## src/verilog/rv_isa_pkg.sv

```systemverilog
// ISA-level word types, base opcodes and compressed quadrant codes, imported by the decode RTL
`default_nettype none

package rv_isa_pkg;

    // --------------------------------------------------
    // word and field types
    // --------------------------------------------------
    // data or address word
    typedef logic [31:0] xlen_t;
    // full-width instruction word as fetched
    typedef logic [31:0] instr_t;
    // 16-bit compressed instruction, low half of a fetch word
    typedef logic [15:0] creg_t;
    // architectural register index
    typedef logic [4:0]  reg_addr_t;
    // major opcode field, instr[6:0]
    typedef logic [6:0]  opcode_t;
    // minor function field, also reused for the compressed funct3
    typedef logic [2:0]  funct3_t;
    // compressed quadrant, instr[1:0]
    typedef logic [1:0]  quadrant_t;

    // --------------------------------------------------
    // base opcodes (RV32I)
    // --------------------------------------------------
    localparam opcode_t OPC_OP     = 7'b011_0011;
    localparam opcode_t OPC_OP_IMM = 7'b001_0011;
    localparam opcode_t OPC_LOAD   = 7'b000_0011;
    localparam opcode_t OPC_STORE  = 7'b010_0011;
    localparam opcode_t OPC_BRANCH = 7'b110_0011;
    localparam opcode_t OPC_JAL    = 7'b110_1111;
    localparam opcode_t OPC_JALR   = 7'b110_0111;
    localparam opcode_t OPC_LUI    = 7'b011_0111;
    localparam opcode_t OPC_AUIPC  = 7'b001_0111;
    localparam opcode_t OPC_SYSTEM = 7'b111_0011;

    // funct3 values the expander writes into its 32-bit forms
    localparam funct3_t F3_ADD = 3'b000;
    localparam funct3_t F3_BEQ = 3'b000;
    localparam funct3_t F3_LW  = 3'b010;
    localparam funct3_t F3_SW  = 3'b010;

    // --------------------------------------------------
    // compressed quadrants, 2'b11 means a 32-bit word
    // --------------------------------------------------
    localparam quadrant_t C_Q0 = 2'b00;
    localparam quadrant_t C_Q1 = 2'b01;
    localparam quadrant_t C_Q2 = 2'b10;

endpackage

`default_nettype wire
```

## src/verilog/decode_pkg.sv

```systemverilog
// Pipeline entry structs and functional unit codes shared by the fetch queue, decoder and issue register
`default_nettype none

package decode_pkg;

    import rv_isa_pkg::*;

    // --------------------------------------------------
    // functional units an instruction is steered to
    // --------------------------------------------------
    // NONE is used for illegal instructions
    typedef enum logic [2:0] {
        NONE   = 3'd0,
        ALU    = 3'd1,
        BRANCH = 3'd2,
        LOAD   = 3'd3,
        STORE  = 3'd4,
        CSR    = 3'd5
    } fu_t;

    // --------------------------------------------------
    // fetch side entry, 64 bits
    // --------------------------------------------------
    typedef struct packed {
        // address of the instruction
        xlen_t  pc;
        // raw word, compressed forms sit in the low half
        instr_t instr;
    } fetch_entry_t;

    // --------------------------------------------------
    // decoded entry handed to the issue stage
    // --------------------------------------------------
    typedef struct packed {
        xlen_t     pc;
        fu_t       fu;
        // unused register fields read as x0
        reg_addr_t rd;
        reg_addr_t rs1;
        reg_addr_t rs2;
        // sign-extended immediate, zero for R-type
        xlen_t     imm;
        // came in as a 16-bit instruction
        logic      is_compressed;
        logic      illegal;
    } issue_entry_t;

endpackage

`default_nettype wire

```

## src/verilog/compressed_expander.sv

```systemverilog
// Detects 16-bit instructions and expands the supported RVC subset into 32-bit words before decode
`timescale 1ns/1ps
`default_nettype none

module compressed_expander import rv_isa_pkg::*; #(
    parameter bit RVC_EN = 1'b1
) (
    input  instr_t instr_i,
    output instr_t instr_o,
    output logic   is_compressed_o,
    output logic   illegal_o
);

    logic is_c;

    // anything but 2'b11 in the low bits is a 16-bit instruction
    assign is_c = (instr_i[1:0] != 2'b11);

    if (RVC_EN) begin : g_rvc
        creg_t     c;
        reg_addr_t rd_p;
        reg_addr_t rs1_p;
        instr_t    instr_exp;
        logic      illegal_exp;

        assign c     = instr_i[15:0];
        // three-bit register fields map onto x8..x15
        assign rd_p  = {2'b01, c[4:2]};
        assign rs1_p = {2'b01, c[9:7]};

        // ----------------------------------------------
        // expansion, keyed on funct3 and quadrant
        // ----------------------------------------------
        always_comb begin
            instr_exp   = '0;
            illegal_exp = 1'b0;
            case ({c[15:13], c[1:0]})
                // c.lw  lw rd', uimm(rs1')
                {3'b010, C_Q0}: begin
                    instr_exp = {5'b0, c[5], c[12:10], c[6], 2'b00, rs1_p, F3_LW, rd_p,
                                 OPC_LOAD};
                end
                // c.sw  sw rs2', uimm(rs1'), offset split over the S fields
                {3'b110, C_Q0}: begin
                    instr_exp = {5'b0, c[5], c[12], rd_p, rs1_p, F3_SW, c[11:10], c[6],
                                 2'b00, OPC_STORE};
                end
                // c.addi  addi rd, rd, imm
                {3'b000, C_Q1}: begin
                    instr_exp = {{6{c[12]}}, c[12], c[6:2], c[11:7], F3_ADD, c[11:7],
                                 OPC_OP_IMM};
                end
                // c.li  addi rd, x0, imm
                {3'b010, C_Q1}: begin
                    instr_exp = {{6{c[12]}}, c[12], c[6:2], 5'b0, F3_ADD, c[11:7],
                                 OPC_OP_IMM};
                end
                // c.j  jal x0, offset, bits reshuffled into the J layout
                {3'b101, C_Q1}: begin
                    instr_exp = {c[12], c[8], c[10:9], c[6], c[7], c[2], c[11], c[5:3],
                                 c[12], {8{c[12]}}, 5'b0, OPC_JAL};
                end
                // c.beqz  beq rs1', x0, offset
                {3'b110, C_Q1}: begin
                    instr_exp = {{4{c[12]}}, c[6:5], c[2], 5'b0, rs1_p, F3_BEQ, c[11:10],
                                 c[4:3], c[12], OPC_BRANCH};
                end
                // c.mv and c.add, rs2 of x0 would be c.jr / c.jalr / c.ebreak
                {3'b100, C_Q2}: begin
                    if (c[6:2] == 5'b0) begin
                        illegal_exp = 1'b1;
                    end else if (c[12]) begin
                        instr_exp = {7'b0, c[6:2], c[11:7], F3_ADD, c[11:7], OPC_OP};
                    end else begin
                        instr_exp = {7'b0, c[6:2], 5'b0, F3_ADD, c[11:7], OPC_OP};
                    end
                end
                // rest of the compressed space is not supported
                default: illegal_exp = 1'b1;
            endcase
        end

        assign instr_o         = is_c ? instr_exp : instr_i;
        assign is_compressed_o = is_c;
        assign illegal_o       = is_c && illegal_exp;
    end else begin : g_no_rvc
        // without RVC a 16-bit pattern is just an illegal word
        assign instr_o         = instr_i;
        assign is_compressed_o = 1'b0;
        assign illegal_o       = is_c;
    end

endmodule

`default_nettype wire

```

## src/verilog/decode_top.sv

```systemverilog
// Decode stage top level: fetch queue, RVC expander, decoder and ID/issue register in a chain
`timescale 1ns/1ps
`default_nettype none

module decode_top import rv_isa_pkg::*; import decode_pkg::*; #(
    parameter int unsigned FETCH_DEPTH = 2,
    parameter bit          RVC_EN      = 1'b1
) (
    input  logic         clk_i,
    input  logic         rst_ni,
    input  logic         flush_i,
    // fetch handshake
    input  logic         fetch_valid_i,
    input  fetch_entry_t fetch_entry_i,
    output logic         fetch_ready_o,
    // issue handshake, ack is the ready
    output logic         issue_valid_o,
    output issue_entry_t issue_entry_o,
    output logic         is_ctrl_flow_o,
    input  logic         issue_ack_i
);

    logic         q_valid;
    logic         q_ready;
    fetch_entry_t q_entry;
    instr_t       exp_instr;
    logic         exp_compressed;
    logic         exp_illegal;
    issue_entry_t dec_entry;
    logic         dec_ctrl_flow;

    fetch_queue #(
        .FETCH_DEPTH ( FETCH_DEPTH )
    ) fetch_queue_i (
        .clk_i       ( clk_i         ),
        .rst_ni      ( rst_ni        ),
        .flush_i     ( flush_i       ),
        .in_valid_i  ( fetch_valid_i ),
        .in_entry_i  ( fetch_entry_i ),
        .in_ready_o  ( fetch_ready_o ),
        .out_valid_o ( q_valid       ),
        .out_entry_o ( q_entry       ),
        .out_ready_i ( q_ready       )
    );

    // expand and decode the queue head in the same cycle
    compressed_expander #(
        .RVC_EN ( RVC_EN )
    ) compressed_expander_i (
        .instr_i         ( q_entry.instr  ),
        .instr_o         ( exp_instr      ),
        .is_compressed_o ( exp_compressed ),
        .illegal_o       ( exp_illegal    )
    );

    instr_decoder instr_decoder_i (
        .pc_i            ( q_entry.pc     ),
        .instr_i         ( exp_instr      ),
        .is_compressed_i ( exp_compressed ),
        .illegal_i       ( exp_illegal    ),
        .entry_o         ( dec_entry      ),
        .is_ctrl_flow_o  ( dec_ctrl_flow  )
    );

    id_issue_reg id_issue_reg_i (
        .clk_i          ( clk_i          ),
        .rst_ni         ( rst_ni         ),
        .flush_i        ( flush_i        ),
        .in_valid_i     ( q_valid        ),
        .in_entry_i     ( dec_entry      ),
        .in_ctrl_flow_i ( dec_ctrl_flow  ),
        .in_ready_o     ( q_ready        ),
        .issue_valid_o  ( issue_valid_o  ),
        .issue_entry_o  ( issue_entry_o  ),
        .is_ctrl_flow_o ( is_ctrl_flow_o ),
        .issue_ack_i    ( issue_ack_i    )
    );

endmodule

`default_nettype wire

```

## src/verilog/fetch_queue.sv

```systemverilog
// Circular FIFO of fetch entries between fetch and decode, with valid/ready on both sides and flush
`timescale 1ns/1ps
`default_nettype none

module fetch_queue import decode_pkg::*; #(
    parameter int unsigned FETCH_DEPTH = 2
) (
    input  logic         clk_i,
    input  logic         rst_ni,
    input  logic         flush_i,
    // from fetch
    input  logic         in_valid_i,
    input  fetch_entry_t in_entry_i,
    output logic         in_ready_o,
    // towards expander and decoder
    output logic         out_valid_o,
    output fetch_entry_t out_entry_o,
    input  logic         out_ready_i
);

    localparam int unsigned PTR_W = $clog2(FETCH_DEPTH);
    localparam int unsigned CNT_W = $clog2(FETCH_DEPTH + 1);

    typedef logic [PTR_W-1:0] ptr_t;
    typedef logic [CNT_W-1:0] cnt_t;

    // storage only, valid entries are tracked by the count
    fetch_entry_t mem_q [FETCH_DEPTH];
    ptr_t         wr_ptr_q;
    ptr_t         rd_ptr_q;
    cnt_t         count_q;
    logic         full;
    logic         push;
    logic         pop;

    // wrap explicitly so that depths other than a power of two work
    function automatic ptr_t ptr_inc(input ptr_t ptr);
        return (ptr == ptr_t'(FETCH_DEPTH - 1)) ? '0 : ptr + ptr_t'(1);
    endfunction

    assign full        = (count_q == cnt_t'(FETCH_DEPTH));
    // nothing is taken in during a flush cycle
    assign in_ready_o  = !full && !flush_i;
    assign out_valid_o = (count_q != '0);
    // head entry is read straight out of the array
    assign out_entry_o = mem_q[rd_ptr_q];

    assign push = in_valid_i && in_ready_o;
    assign pop  = out_valid_o && out_ready_i;

    always_ff @(posedge clk_i) begin
        if (push) begin
            mem_q[wr_ptr_q] <= in_entry_i;
        end
    end

    // --------------------------------------------------
    // pointers and occupancy
    // --------------------------------------------------
    always_ff @(posedge clk_i or negedge rst_ni) begin
        if (!rst_ni) begin
            wr_ptr_q <= '0;
            rd_ptr_q <= '0;
            count_q  <= '0;
        end else if (flush_i) begin
            wr_ptr_q <= '0;
            rd_ptr_q <= '0;
            count_q  <= '0;
        end else begin
            if (push) begin
                wr_ptr_q <= ptr_inc(wr_ptr_q);
            end
            if (pop) begin
                rd_ptr_q <= ptr_inc(rd_ptr_q);
            end
            // push and pop together leave the count alone
            if (push && !pop) begin
                count_q <= count_q + cnt_t'(1);
            end else if (pop && !push) begin
                count_q <= count_q - cnt_t'(1);
            end
        end
    end

endmodule

`default_nettype wire

```

## src/verilog/id_issue_reg.sv

```systemverilog
// One-entry ID/issue pipeline register that holds a decoded entry until the issue stage acknowledges it
`timescale 1ns/1ps
`default_nettype none

module id_issue_reg import decode_pkg::*; (
    input  logic         clk_i,
    input  logic         rst_ni,
    input  logic         flush_i,
    // from the decoder
    input  logic         in_valid_i,
    input  issue_entry_t in_entry_i,
    input  logic         in_ctrl_flow_i,
    output logic         in_ready_o,
    // to the issue stage
    output logic         issue_valid_o,
    output issue_entry_t issue_entry_o,
    output logic         is_ctrl_flow_o,
    input  logic         issue_ack_i
);

    typedef struct packed {
        logic         valid;
        issue_entry_t entry;
        logic         ctrl_flow;
    } issue_reg_t;

    issue_reg_t reg_d;
    issue_reg_t reg_q;

    // room when empty or when the held entry leaves this cycle
    assign in_ready_o = (!reg_q.valid || issue_ack_i) && !flush_i;

    always_comb begin
        reg_d = reg_q;
        if (issue_ack_i) begin
            reg_d.valid = 1'b0;
        end
        if (in_valid_i && in_ready_o) begin
            reg_d = '{valid: 1'b1, entry: in_entry_i, ctrl_flow: in_ctrl_flow_i};
        end
        // flush wins over everything
        if (flush_i) begin
            reg_d.valid = 1'b0;
        end
    end

    always_ff @(posedge clk_i or negedge rst_ni) begin
        if (!rst_ni) begin
            reg_q <= '0;
        end else begin
            reg_q <= reg_d;
        end
    end

    assign issue_valid_o  = reg_q.valid;
    assign issue_entry_o  = reg_q.entry;
    assign is_ctrl_flow_o = reg_q.ctrl_flow;

endmodule

`default_nettype wire

```

## src/verilog/instr_decoder.sv

```systemverilog
// Combinational decode of an expanded 32-bit instruction into an issue entry for the ID/issue register
`timescale 1ns/1ps
`default_nettype none

module instr_decoder import rv_isa_pkg::*; import decode_pkg::*; (
    input  xlen_t        pc_i,
    input  instr_t       instr_i,
    input  logic         is_compressed_i,
    input  logic         illegal_i,
    output issue_entry_t entry_o,
    output logic         is_ctrl_flow_o
);

    opcode_t   opcode;
    reg_addr_t rd;
    reg_addr_t rs1;
    reg_addr_t rs2;
    xlen_t     imm_i_type;
    xlen_t     imm_s_type;
    xlen_t     imm_b_type;
    xlen_t     imm_u_type;
    xlen_t     imm_j_type;
    logic      unknown_opc;
    logic      ctrl_flow;

    assign opcode = instr_i[6:0];
    assign rd     = instr_i[11:7];
    assign rs1    = instr_i[19:15];
    assign rs2    = instr_i[24:20];

    // --------------------------------------------------
    // immediate formats, all sign-extended from bit 31
    // --------------------------------------------------
    assign imm_i_type = {{20{instr_i[31]}}, instr_i[31:20]};
    assign imm_s_type = {{20{instr_i[31]}}, instr_i[31:25], instr_i[11:7]};
    assign imm_b_type = {{19{instr_i[31]}}, instr_i[31], instr_i[7], instr_i[30:25],
                         instr_i[11:8], 1'b0};
    assign imm_u_type = {instr_i[31:12], 12'b0};
    assign imm_j_type = {{11{instr_i[31]}}, instr_i[31], instr_i[19:12], instr_i[20],
                         instr_i[30:21], 1'b0};

    // --------------------------------------------------
    // per-opcode unit, register and immediate selection
    // --------------------------------------------------
    always_comb begin
        entry_o               = '0;
        entry_o.pc            = pc_i;
        entry_o.is_compressed = is_compressed_i;
        unknown_opc           = 1'b0;
        ctrl_flow             = 1'b0;

        case (opcode)
            // register-register, no immediate
            OPC_OP: begin
                entry_o.fu  = ALU;
                entry_o.rd  = rd;
                entry_o.rs1 = rs1;
                entry_o.rs2 = rs2;
            end
            OPC_OP_IMM: begin
                entry_o.fu  = ALU;
                entry_o.rd  = rd;
                entry_o.rs1 = rs1;
                entry_o.imm = imm_i_type;
            end
            OPC_LOAD: begin
                entry_o.fu  = LOAD;
                entry_o.rd  = rd;
                entry_o.rs1 = rs1;
                entry_o.imm = imm_i_type;
            end
            // stores write no register
            OPC_STORE: begin
                entry_o.fu  = STORE;
                entry_o.rs1 = rs1;
                entry_o.rs2 = rs2;
                entry_o.imm = imm_s_type;
            end
            OPC_BRANCH: begin
                entry_o.fu  = BRANCH;
                entry_o.rs1 = rs1;
                entry_o.rs2 = rs2;
                entry_o.imm = imm_b_type;
                ctrl_flow   = 1'b1;
            end
            // jumps go to the branch unit and write the link register
            OPC_JAL: begin
                entry_o.fu  = BRANCH;
                entry_o.rd  = rd;
                entry_o.imm = imm_j_type;
                ctrl_flow   = 1'b1;
            end
            OPC_JALR: begin
                entry_o.fu  = BRANCH;
                entry_o.rd  = rd;
                entry_o.rs1 = rs1;
                entry_o.imm = imm_i_type;
                ctrl_flow   = 1'b1;
            end
            OPC_LUI, OPC_AUIPC: begin
                entry_o.fu  = ALU;
                entry_o.rd  = rd;
                entry_o.imm = imm_u_type;
            end
            // csr access, immediate holds the csr address
            OPC_SYSTEM: begin
                entry_o.fu  = CSR;
                entry_o.rd  = rd;
                entry_o.rs1 = rs1;
                entry_o.imm = imm_i_type;
            end
            default: unknown_opc = 1'b1;
        endcase

        // illegal entries never reach a unit
        entry_o.illegal = illegal_i || unknown_opc;
        if (entry_o.illegal) begin
            entry_o.fu = NONE;
            ctrl_flow  = 1'b0;
        end
    end

    assign is_ctrl_flow_o = ctrl_flow;

endmodule

`default_nettype wire

```

## config.mk

```make
export PLATFORM = sky130hd
export DESIGN_NAME = decode_top
export DESIGN_NICKNAME = d
export VERILOG_FILES = /design/src/verilog/rv_isa_pkg.sv /design/src/verilog/decode_pkg.sv /design/src/verilog/compressed_expander.sv /design/src/verilog/decode_top.sv /design/src/verilog/fetch_queue.sv /design/src/verilog/id_issue_reg.sv /design/src/verilog/instr_decoder.sv
export SDC_FILE = /design/constraint.sdc
export NUM_CORES = 1
export LEC_CHECK = 0
export ABC_AREA = 1
export BUFFER_PORTS_ARGS = -buffer_cell sky130_fd_sc_hd__buf_2
export CAP_MARGIN = 20
export CORE_UTILIZATION = 56
export CTS_CLUSTER_SIZE = 40
export DETAILED_ROUTE_END_ITERATION = 12
export PLACE_DENSITY_LB_ADDON = 0.08
export SYNTH_ARGS = -nofsm -noshare
export SYNTH_HDL_FRONTEND = slang
export SYNTH_SLANG_ARGS = --single-unit
```

## constraint.sdc

```tcl
create_clock -name clk_i -period 8 [get_ports clk_i]
set_input_delay 1.6 -clock clk_i [delete_from_list [all_inputs] [get_ports clk_i]]
set_output_delay 1.6 -clock clk_i [all_outputs]
set_load 0.02 [all_outputs]
```

Word-level counts from Yosys, hierarchy flattened
Memory sizes are Yosys's and may differ from the RTL's.
Index checks and enable logic that the tools add are counted.
{ "op_classes": {"addsub": 4, "mul": 0, "div": 0, "order_cmp": 0, "eq_ne": 19, "shift": 0, "mux": 29, "bitwise": 0, "reduce_logical": 29} }
{ "ops": {"columns": ["op", "count"], "rows": [
  ["$pmux 32 s7", 1],
  ["$pmux 32 s5", 1],
  ["$mux 86", 1],
  ["$mux 32", 1],
  ["$eq 7x7->1 const B", 4],
  ["$mux 25", 1],
  ["$eq 7x6->1 const B", 3],
  ["$eq 5x5->1 const B", 4],
  ["$mux 20", 1],
  ["$mux 5", 3],
  ["$pmux 3 s5", 1],
  ["$eq 7x5->1 const B", 2],
  ["$mux 1", 14],
  ["$eq 5x4->1 const B", 2],
  ["$reduce_or 10->1", 1],
  ["$reduce_or 4->1", 2],
  ["$reduce_or 8->1", 1],
  ["$eq 7x2->1 const B", 1],
  ["$logic_and 1x1->1", 7],
  ["$reduce_or 7->1", 1],
  ["$mux 2", 3],
  ["$reduce_bool 2->1", 3],
  ["$reduce_bool 3->1", 2],
  ["$reduce_or 3->1", 2],
  ["other kinds (13)", 19]
]} }
{ "totals": {"regBits": 90, "latchBits": 0, "mem_bits_rw": 128, "mem_bits_ro": 0, "in_bits": 69, "output_inout_bits": 87, "wordCells": 95, "mem_count": 1} }
{ "mem_list": {"columns": ["name", "depth", "width", "rd", "rd_ports_with_merged_regs", "wr", "line", "rtl"], "rows": [
  ["fetch_queue_i.mem_q", 2, 64, 1, 0, 1, "fetch_queue.sv:28", "fetch_entry_t mem_q [FETCH_DEPTH];"]
]} }

Longest topological paths before layout
Gate-level depths: netlist of run 1.
An unclocked memory read counts as a cell.
{ "logic_depth": {"ltp_word": 12, "depth_mapped": 19} }

Cells and area by module
Synthesis of run 1 repeated with hierarchy kept, for this count alone.
{ "unflattened": {"cells_unflattened": 1140, "hier_area_um2": 10461.3} }
{ "modules_own_cells": {"columns": ["mod", "instances", "cells_per_inst", "area_each_um2", "seq_area_each_um2"], "rows": [
  ["fetch_queue", 1, 374, 4907.2, 3943.8],
  ["id_issue_reg", 1, 385, 3560.9, 2152.1],
  ["instr_decoder", 1, 195, 1082.3, 0.0],
  ["compressed_expander", 1, 186, 910.9, 0.0]
]} }

Worst setup path after synthesis of run 1
Ideal clock, no wire load.
{ "synth_timing": {"path_kind": "input to register", "from": "in flush_i", "to": "mem fetch_queue_i.mem_q[0][0] (netlist bit) (enable)", "setup_time_ps": 487, "arrival_ps": 4884, "required_ps": 7513, "setup_slack_ps": 2629, "path_stages": 3, "n_path_buf": 0, "path_cell_list": "nor2_1 > nand2_1 > nor2_1"} }
{ "synth_between": {"elab_chain_cells": 5} }
{ "synth_rtl": {"columns": ["item", "line", "rtl"], "rows": [
  ["start: declaration", "decode_top.sv:11", "input logic flush_i,"],
  ["$logic_not 1->1", "fetch_queue.sv:43", "assign in_ready_o = !full && !flush_i;"],
  ["$logic_and 1x1->1", "fetch_queue.sv:43", null],
  ["$logic_and 1x1->1", "fetch_queue.sv:48", "assign push = in_valid_i && in_ready_o;"],
  ["$mux 1", "fetch_queue.sv:52", "if (push) begin"],
  ["$mux 1 (not written as such)", "fetch_queue.sv:53", "mem_q[wr_ptr_q] <= in_entry_i;"],
  ["end: declaration", "fetch_queue.sv:28", null]
]} }
Every way passes these cells.

Worst setup path in the final report of run 1
{ "layout_timing": {"from": "in flush_i", "to": "out fetch_ready_o"} }
{ "layout_between": {"elab_chain_cells": 2} }
{ "layout_rtl": {"columns": ["item", "line", "rtl"], "rows": [
  ["$logic_not 1->1", "fetch_queue.sv:43", null],
  ["$logic_and 1x1->1", "fetch_queue.sv:43", null],
  ["end: declaration", "decode_top.sv:15", "output logic fetch_ready_o,"]
]} }
Every way passes these cells.

==> impl_metrics.ini, run 1 <==
[status]
status = completed

[synth]
yosysTopAreaCellShare = 0.4065
syn_area_um2 = 9457
async_flop_share = 0.4128
ys_ff_latch = 218
synth_cell_types = 42
avgSynthCellArea_um2 = 10.12
ys_seq_area_frac = 0.6446
yosys.area.top_type = edfxtp_1
synth_nets = 1003
syn-instance-count = 934
synth_ff_type = edfxtp_1
netlist_top_cells_area = edfxtp_1 (41%), dfrtp_1 (24%), nand2_1 (12%), nor2_1 (4.9%), o31ai_1 (2.6%)
ys_warn_count = 0
synth_edf_count = 128

[route]
met1Wirelength_um = 9281
wl_met2_um = 9988
vias = 6978
dr.pass1.iters = 4
route.detailed.drc = 0
wl_um = 21360
via_per_inst = 5.278
antenna_left = 0
routed.top_layer = met4
routedWlPerCell_um = 16.15
drtIter0Drc = 434
met3_length_um = 1549

[layout]
utilization = 0.6794
n_antenna_cell = 0
synthToLayoutAreaGrowth_pct = 18.72
nNetsFinal = 1153
instances_no_fill = 1322
drive_above_1_share = 0.2505

[place]
io_buffers = 155
routabilityCongestion = 0.9978
dp_hpwl_um = 14090
dpl.cell_count = 1278

[setup_path]
worstSetupEndpointType = output port
critical_path_class = in -> out
critPathMaxFanout = 4
critical_path_arrival_ps = 2080
rrSetupSlack_ps = 4430
reg2reg_depth = 14
start_kind = primary input
crit_required_ps = 6400

[global_routing]
grt_pass1_wl_um = 34540
gr-total-overflow = 0
grt_pass1_vias = 6628
grt_usage = 0.2514
grt_max_degree = 77
antenna_found_initial = 0

[floorplanning]
die-area_um2 = 17410
rows = 47
core_area_um2 = 16520
io_pins = 156
die_h_um = 132.0
start_util = 0.5723
die_x_um = 132.0

[cts]
clk_pin_slew_ps = 60
cts_buffers = 24
cts_setup_buffers = 0
htreeDepth = 1
clk_latency_ps = 510
cts_resized = 0
hold_buffers = 0
clockRootBuffer = clkbuf_16
cts.sinks = 218
cts_max_path_buffers = 3
cts_tree = done

[timing]
post-route-period-util = 0.4602
period_needed_ps = 3682
slew_viol_final = 0
worstMarginPinSlew_ps = 1001
fmax_ghz = 0.2716
setup_viol = 0
slew_headroom = 0.3326
rsz0062_at_grt = no
hold_viol_final = 0
tns_ps = 0
finClkSkew_ps = 15.94

[pwr]
vdd_ir_drop_max_v = 0.0002985
p_per_area_nw_per_um2 = 378.5
power.leakage_nw = 5.398

[min_path]
hold_path_depth = 2
hp-class = reg -> reg

[flow_run]
cap_violations = 0
==> flip-flops by register name, indices dropped and copies added (netlist names) <==
signal                         cells
id_issue_reg_i.issue_valid_o       1
fetch_queue_i.wr_ptr_q             1
fetch_queue_i.mem_q              128
fetch_queue_i.count_q              2
id_issue_reg_i.issue_entry_o      84
id_issue_reg_i.is_ctrl_flow_o      1
fetch_queue_i.rd_ptr_q             1
==> metrics by stage <==
step	power [mW]	instance area, µm²	hold slack, ps	setup slack [ps]
after floorplan	2.650	9457	483.2	2629
after global placement	3.109	10400	460.5	4192
after detailed placement	3.131	10400	460.6	4165
after CTS	4.272	11230	477.1	4317
after global routing	4.491	11230	497.2	4151
final	4.250	11230	473.5	4318
==> path summary, 6_finish.rpt <==
check / from / to
setup / recovery: flush_i / fetch_ready_o
hold / removal: id_issue_reg_i.issue_entry_o[27] / id_issue_reg_i.issue_entry_o[27]
setup reg to reg: fetch_queue_i.rd_ptr_q / id_issue_reg_i.issue_entry_o[16]
hold reg to reg: id_issue_reg_i.issue_entry_o[27] / id_issue_reg_i.issue_entry_o[27]
max in group asynchronous: rst_ni / fetch_queue_i.rd_ptr_q
min in group asynchronous: rst_ni / id_issue_reg_i.issue_entry_o[43]
==> layout make-up <==
| type | count | area (µm²) |
|---|---|---|
| clock inverter | 15 | 177.7 |
| fill | 1309 | 5298 |
| inverter | 51 | 196.4 |
| timing repair buffer | 161 | 823.3 |
| sequential | 218 | 6097 |
| multi-input combinational | 628 | 3007 |
| tap | 220 | 275.3 |
| clock buffer | 29 | 650.6 |
==> logic make-up (layout without fill, tap and decap cells) <==
logic type,count (synthesis),after routing,synth area share
AND/OR/NAND/NOR,539,539,0.2521
flip-flops,218,218,0.6446
buffers and inverters,88,256,0.03956
AO/OA/AOI/OAI,84,84,0.05848
multiplexers,5,5,0.005293
==> worst max-delay path: stages <==
cell and delay (ps):
buf_2 120, nor2_1 160, buf_2 190
==> report_power, final <==
group          switching [mW]  internal (mW)
combinational            1.10          0.436
sequential              0.136           1.44
clock                   0.425          0.707
==> layer usage <==
metal	GRT usage	vias to the layer above
met4	0.08075	0
li1	-	3417
met2	0.4065	249
met3	0.05498	45
met5	0	-
met1	0.3408	3267
==> layout by cell type (no fill, tap or decap), types with 2 or more instances in the layout <==
master and n:
nand2_1 303, buf_2 154, edfxtp_1 128, nor2_1 122
dfrtp_1 89, nand3_1 41, inv_1 40, o31ai_1 33
o21ai_0 25, clkbuf_16 25, nand2_2 17, nor2_2 13
nand3_2 10, inv_2 9, a21oi_1 9, clkinv_2 9
nor2_4 7, buf_4 7, nand4_1 5, mux2i_1 5
nand2_4 4, or2_2 4, o211ai_1 4, nor3_1 4
bufinv_16 4, clkbuf_1 3, inv_4 2, o21ai_1 2
nand3_4 2, nand4_2 2, nor3_2 2, o221ai_1 2
a2bb2oi_1 2
==> synth_stat cells (2+ instances only) <==
master / count
a21oi_1: 9
a2bb2oi_1: 2
buf_2: 6
buf_6: 4
clkbuf_1: 25
dfrtp_1: 90
edfxtp_1: 128
inv_1: 41
inv_2: 9
mux2i_1: 5
nand2_1: 303
nand2_2: 17
nand2_4: 4
nand3_1: 41
nand3_2: 10
nand3_4: 2
nand4_1: 5
nand4_2: 2
nor2_1: 124
nor2_2: 13
nor2_4: 5
nor3_1: 5
o211ai_1: 4
o21ai_0: 25
o21ai_1: 2
o221ai_1: 2
o31ai_1: 33
or2_2: 4
Note: power is estimated with default switching activity, not from simulation.
==> inputs of run 2 (changes only) <==
Clock period 8 ns to 3.5 ns, I/O delays scaled along.
==> run 2 against run 1 <==
- sequential share of layout area increased by 0.13 points
- power up 120%
- cell count increased by 0.30%
- routed wire length rose by 1.1%
- clock skew increased by 3.8 ps
- design area shrank 0.23%
- worst hold slack got worse by 450 ps
- sequential power increased by 130%
- flip-flop and latch count is the same
- global-route usage is 0.077 points higher
- utilization fell by 0.16 points
- critical endpoint is now id_issue_reg_i.issue_entry_o[16]
- largest power group is now combinational logic
- highest routed layer unchanged
==> impl_metrics.ini, run 2 (synthesis gave the netlist of run 1 again) <==
[status]
status = completed

[route]
antenna_left = 0
via_per_inst = 5.237
dr.pass1.iters = 5
vias = 6944
drtIter0Drc = 475
route.detailed.drc = 0
routedWlPerCell_um = 16.28
wl_um = 21590

[setup_path]
critPathMaxFanout = 35
worstSetupEndpointType = flip-flop
slowest_stage = dfrtp_2
start_kind = flip-flop
reg2reg_depth = 14
critical_path_class = reg -> reg
crit_chain = inv_4 > nand2_2 > nand2_4 > nand2_2 > a21oi_1 > nand3b_1 > nand2_1 > nor2_2 > inv_2 > nand2_2 > o211ai_1 > nand2_1 > nand2_1 > nand2_1
critical_path_arrival_ps = 3440
cpMostUsedCell = nand2_1
crit_required_ps = 3970
cp_slowest_stage_delay_ps = 450

[place]
dp_hpwl_um = 14890
routabilityCongestion = 0.9478
io_buffers = 155
placed_cell_area_um2 = 10500
place_ws_ps = 544.9

[floorplanning]
die-area_um2 = 17410
die_x_um = 132.0
rows = 47
start_util = 0.5723
io_pins = 156
die_h_um = 132.0
core_area_um2 = 16520

[cts]
clk_latency_ps = 530
cts.sinks = 218
cts_setup_buffers = 0
hold_buffers = 0
cts_resized = 0
clk_pin_slew_ps = 70
cts_max_path_buffers = 3
clockRootBuffer = clkbuf_16
cts_buffers = 23
htreeDepth = 1
cts_tree = done

[pwr]
clkPwrFrac = 0.239
p_sw_mw = 3.798
power.leakage_nw = 5.364
vdd_ir_drop_max_v = 0.0005664
p_per_area_nw_per_um2 = 839.6
pwr-share-seq = 0.379
intPower_mw = 5.606
pwr-share-comb = 0.382
switching_share = 0.4039

[global_routing]
gr-total-overflow = 0
grt_pass1_vias = 6522
grt_max_degree = 81
grt_usage = 0.2522
grt_pass1_wl_um = 34310
antenna_found_initial = 2

[layout]
nNetsFinal = 1157
utilization = 0.6778
area.sequential_um2 = 6097
stdcell_area_um2 = 11200
drive_above_1_share = 0.2471
layout_common_cells = nand2_1 (303), buf_2 (154), edfxtp_1 (128), nor2_1 (122), dfrtp_1 (89)
nFillCells = 1337
final_common_cell = nand2_1
multiInputGateArea_um2 = 3007
largest_reg_flops = 128
synthToLayoutAreaGrowth_pct = 18.44
largest_register = fetch_queue_i.mem_q

[timing]
hold_viol_final = 0
hold-worst-slack_ps = 21.25
slew_viol_final = 0
tns_ps = 0
period_needed_ps = 2968
worstMarginPinSlew_ps = 656.2
post-route-period-util = 0.8480
rsz0062_at_grt = no
setup_slack_ps = 532.0
slew_headroom = 0.5606
fmax_ghz = 0.3369
setup_viol = 0
finClkSkew_ps = 19.74

[flow_run]
cap_violations = 0

[min_path]
hp-class = in -> async
==> run 2: cell types whose count changed in the layout (fill, tap and decap cells not counted), moves of 2 or more <==
cell        delta
clkinv_2       -6
buf_12         +5
clkbuf_1       +5
bufinv_16      -4
clkbuf_16      -2
clkinvlp_4     +2
==> run 2: path summary, 6_finish.rpt <==
kind	start	endpoint	slack, ps
min	rst_ni	fetch_queue_i.rd_ptr_q	20
max in group asynchronous	rst_ni	id_issue_reg_i.issue_entry_o[68]	2780
max	fetch_queue_i.rd_ptr_q	id_issue_reg_i.issue_entry_o[16]	530
max reg2reg	fetch_queue_i.rd_ptr_q	id_issue_reg_i.issue_entry_o[16]	530
min reg2reg	id_issue_reg_i.issue_entry_o[29]	id_issue_reg_i.issue_entry_o[29]	470
min in group clk_i	fetch_entry_i[58]	fetch_queue_i.mem_q[1][58]	360
==> run 2: critical path: cells and delay by family (launching register included) <==
kind / cells / cell delay, ps
AND/OR/NAND/NOR: 10 / 1620
AO/OA/AOI/OAI: 2 / 460
buffers and inverters: 2 / 360
flip-flops: 1 / 450
==> run 2: stage by stage <==
step / power [mW] / cells
final: 9.404 / 1326
after global routing: 9.942 / 1325
after CTS: 9.451 / 1325
after detailed placement: 7.177 / 1283
after global placement: 7.140 / 1283
after floorplan: 6.057 / 934
==> run 2: layer usage <==
metal | global-route usage | up-vias | part of all wire
met1 | 0.3386 | 3263 | 0.44
li1 | - | 3415 | -
met4 | 0.08721 | 0 | 0.028
met2 | 0.4103 | 225 | 0.47
met3 | 0.05344 | 41 | 0.062
met5 | 0 | - | 0
==> run 2: cell type report <==
class / count / area share
Inverter: 51 / 0.01754
Timing Repair Buffer: 166 / 0.08244
Antenna cell: 1 / 0.0002234
Clock inverter: 9 / 0.005920
Multi-Input combinational cell: 628 / 0.2684
Clock buffer: 33 / 0.05652
Tap cell: 220 / 0.02458
Sequential cell: 218 / 0.5443
==> run 2: power by group through the flow <==
stage          logic, mW  registers [mW]  clock network (mW)
4_1_cts             3.59            3.57                2.30
3_5_place_dp        3.58            3.60                   0
2_1_floorplan       1.96            4.10                   0
5_1_grt             3.92            3.63                2.39
3_3_place_gp        3.54            3.60                   0
6_report            3.59            3.57                2.25
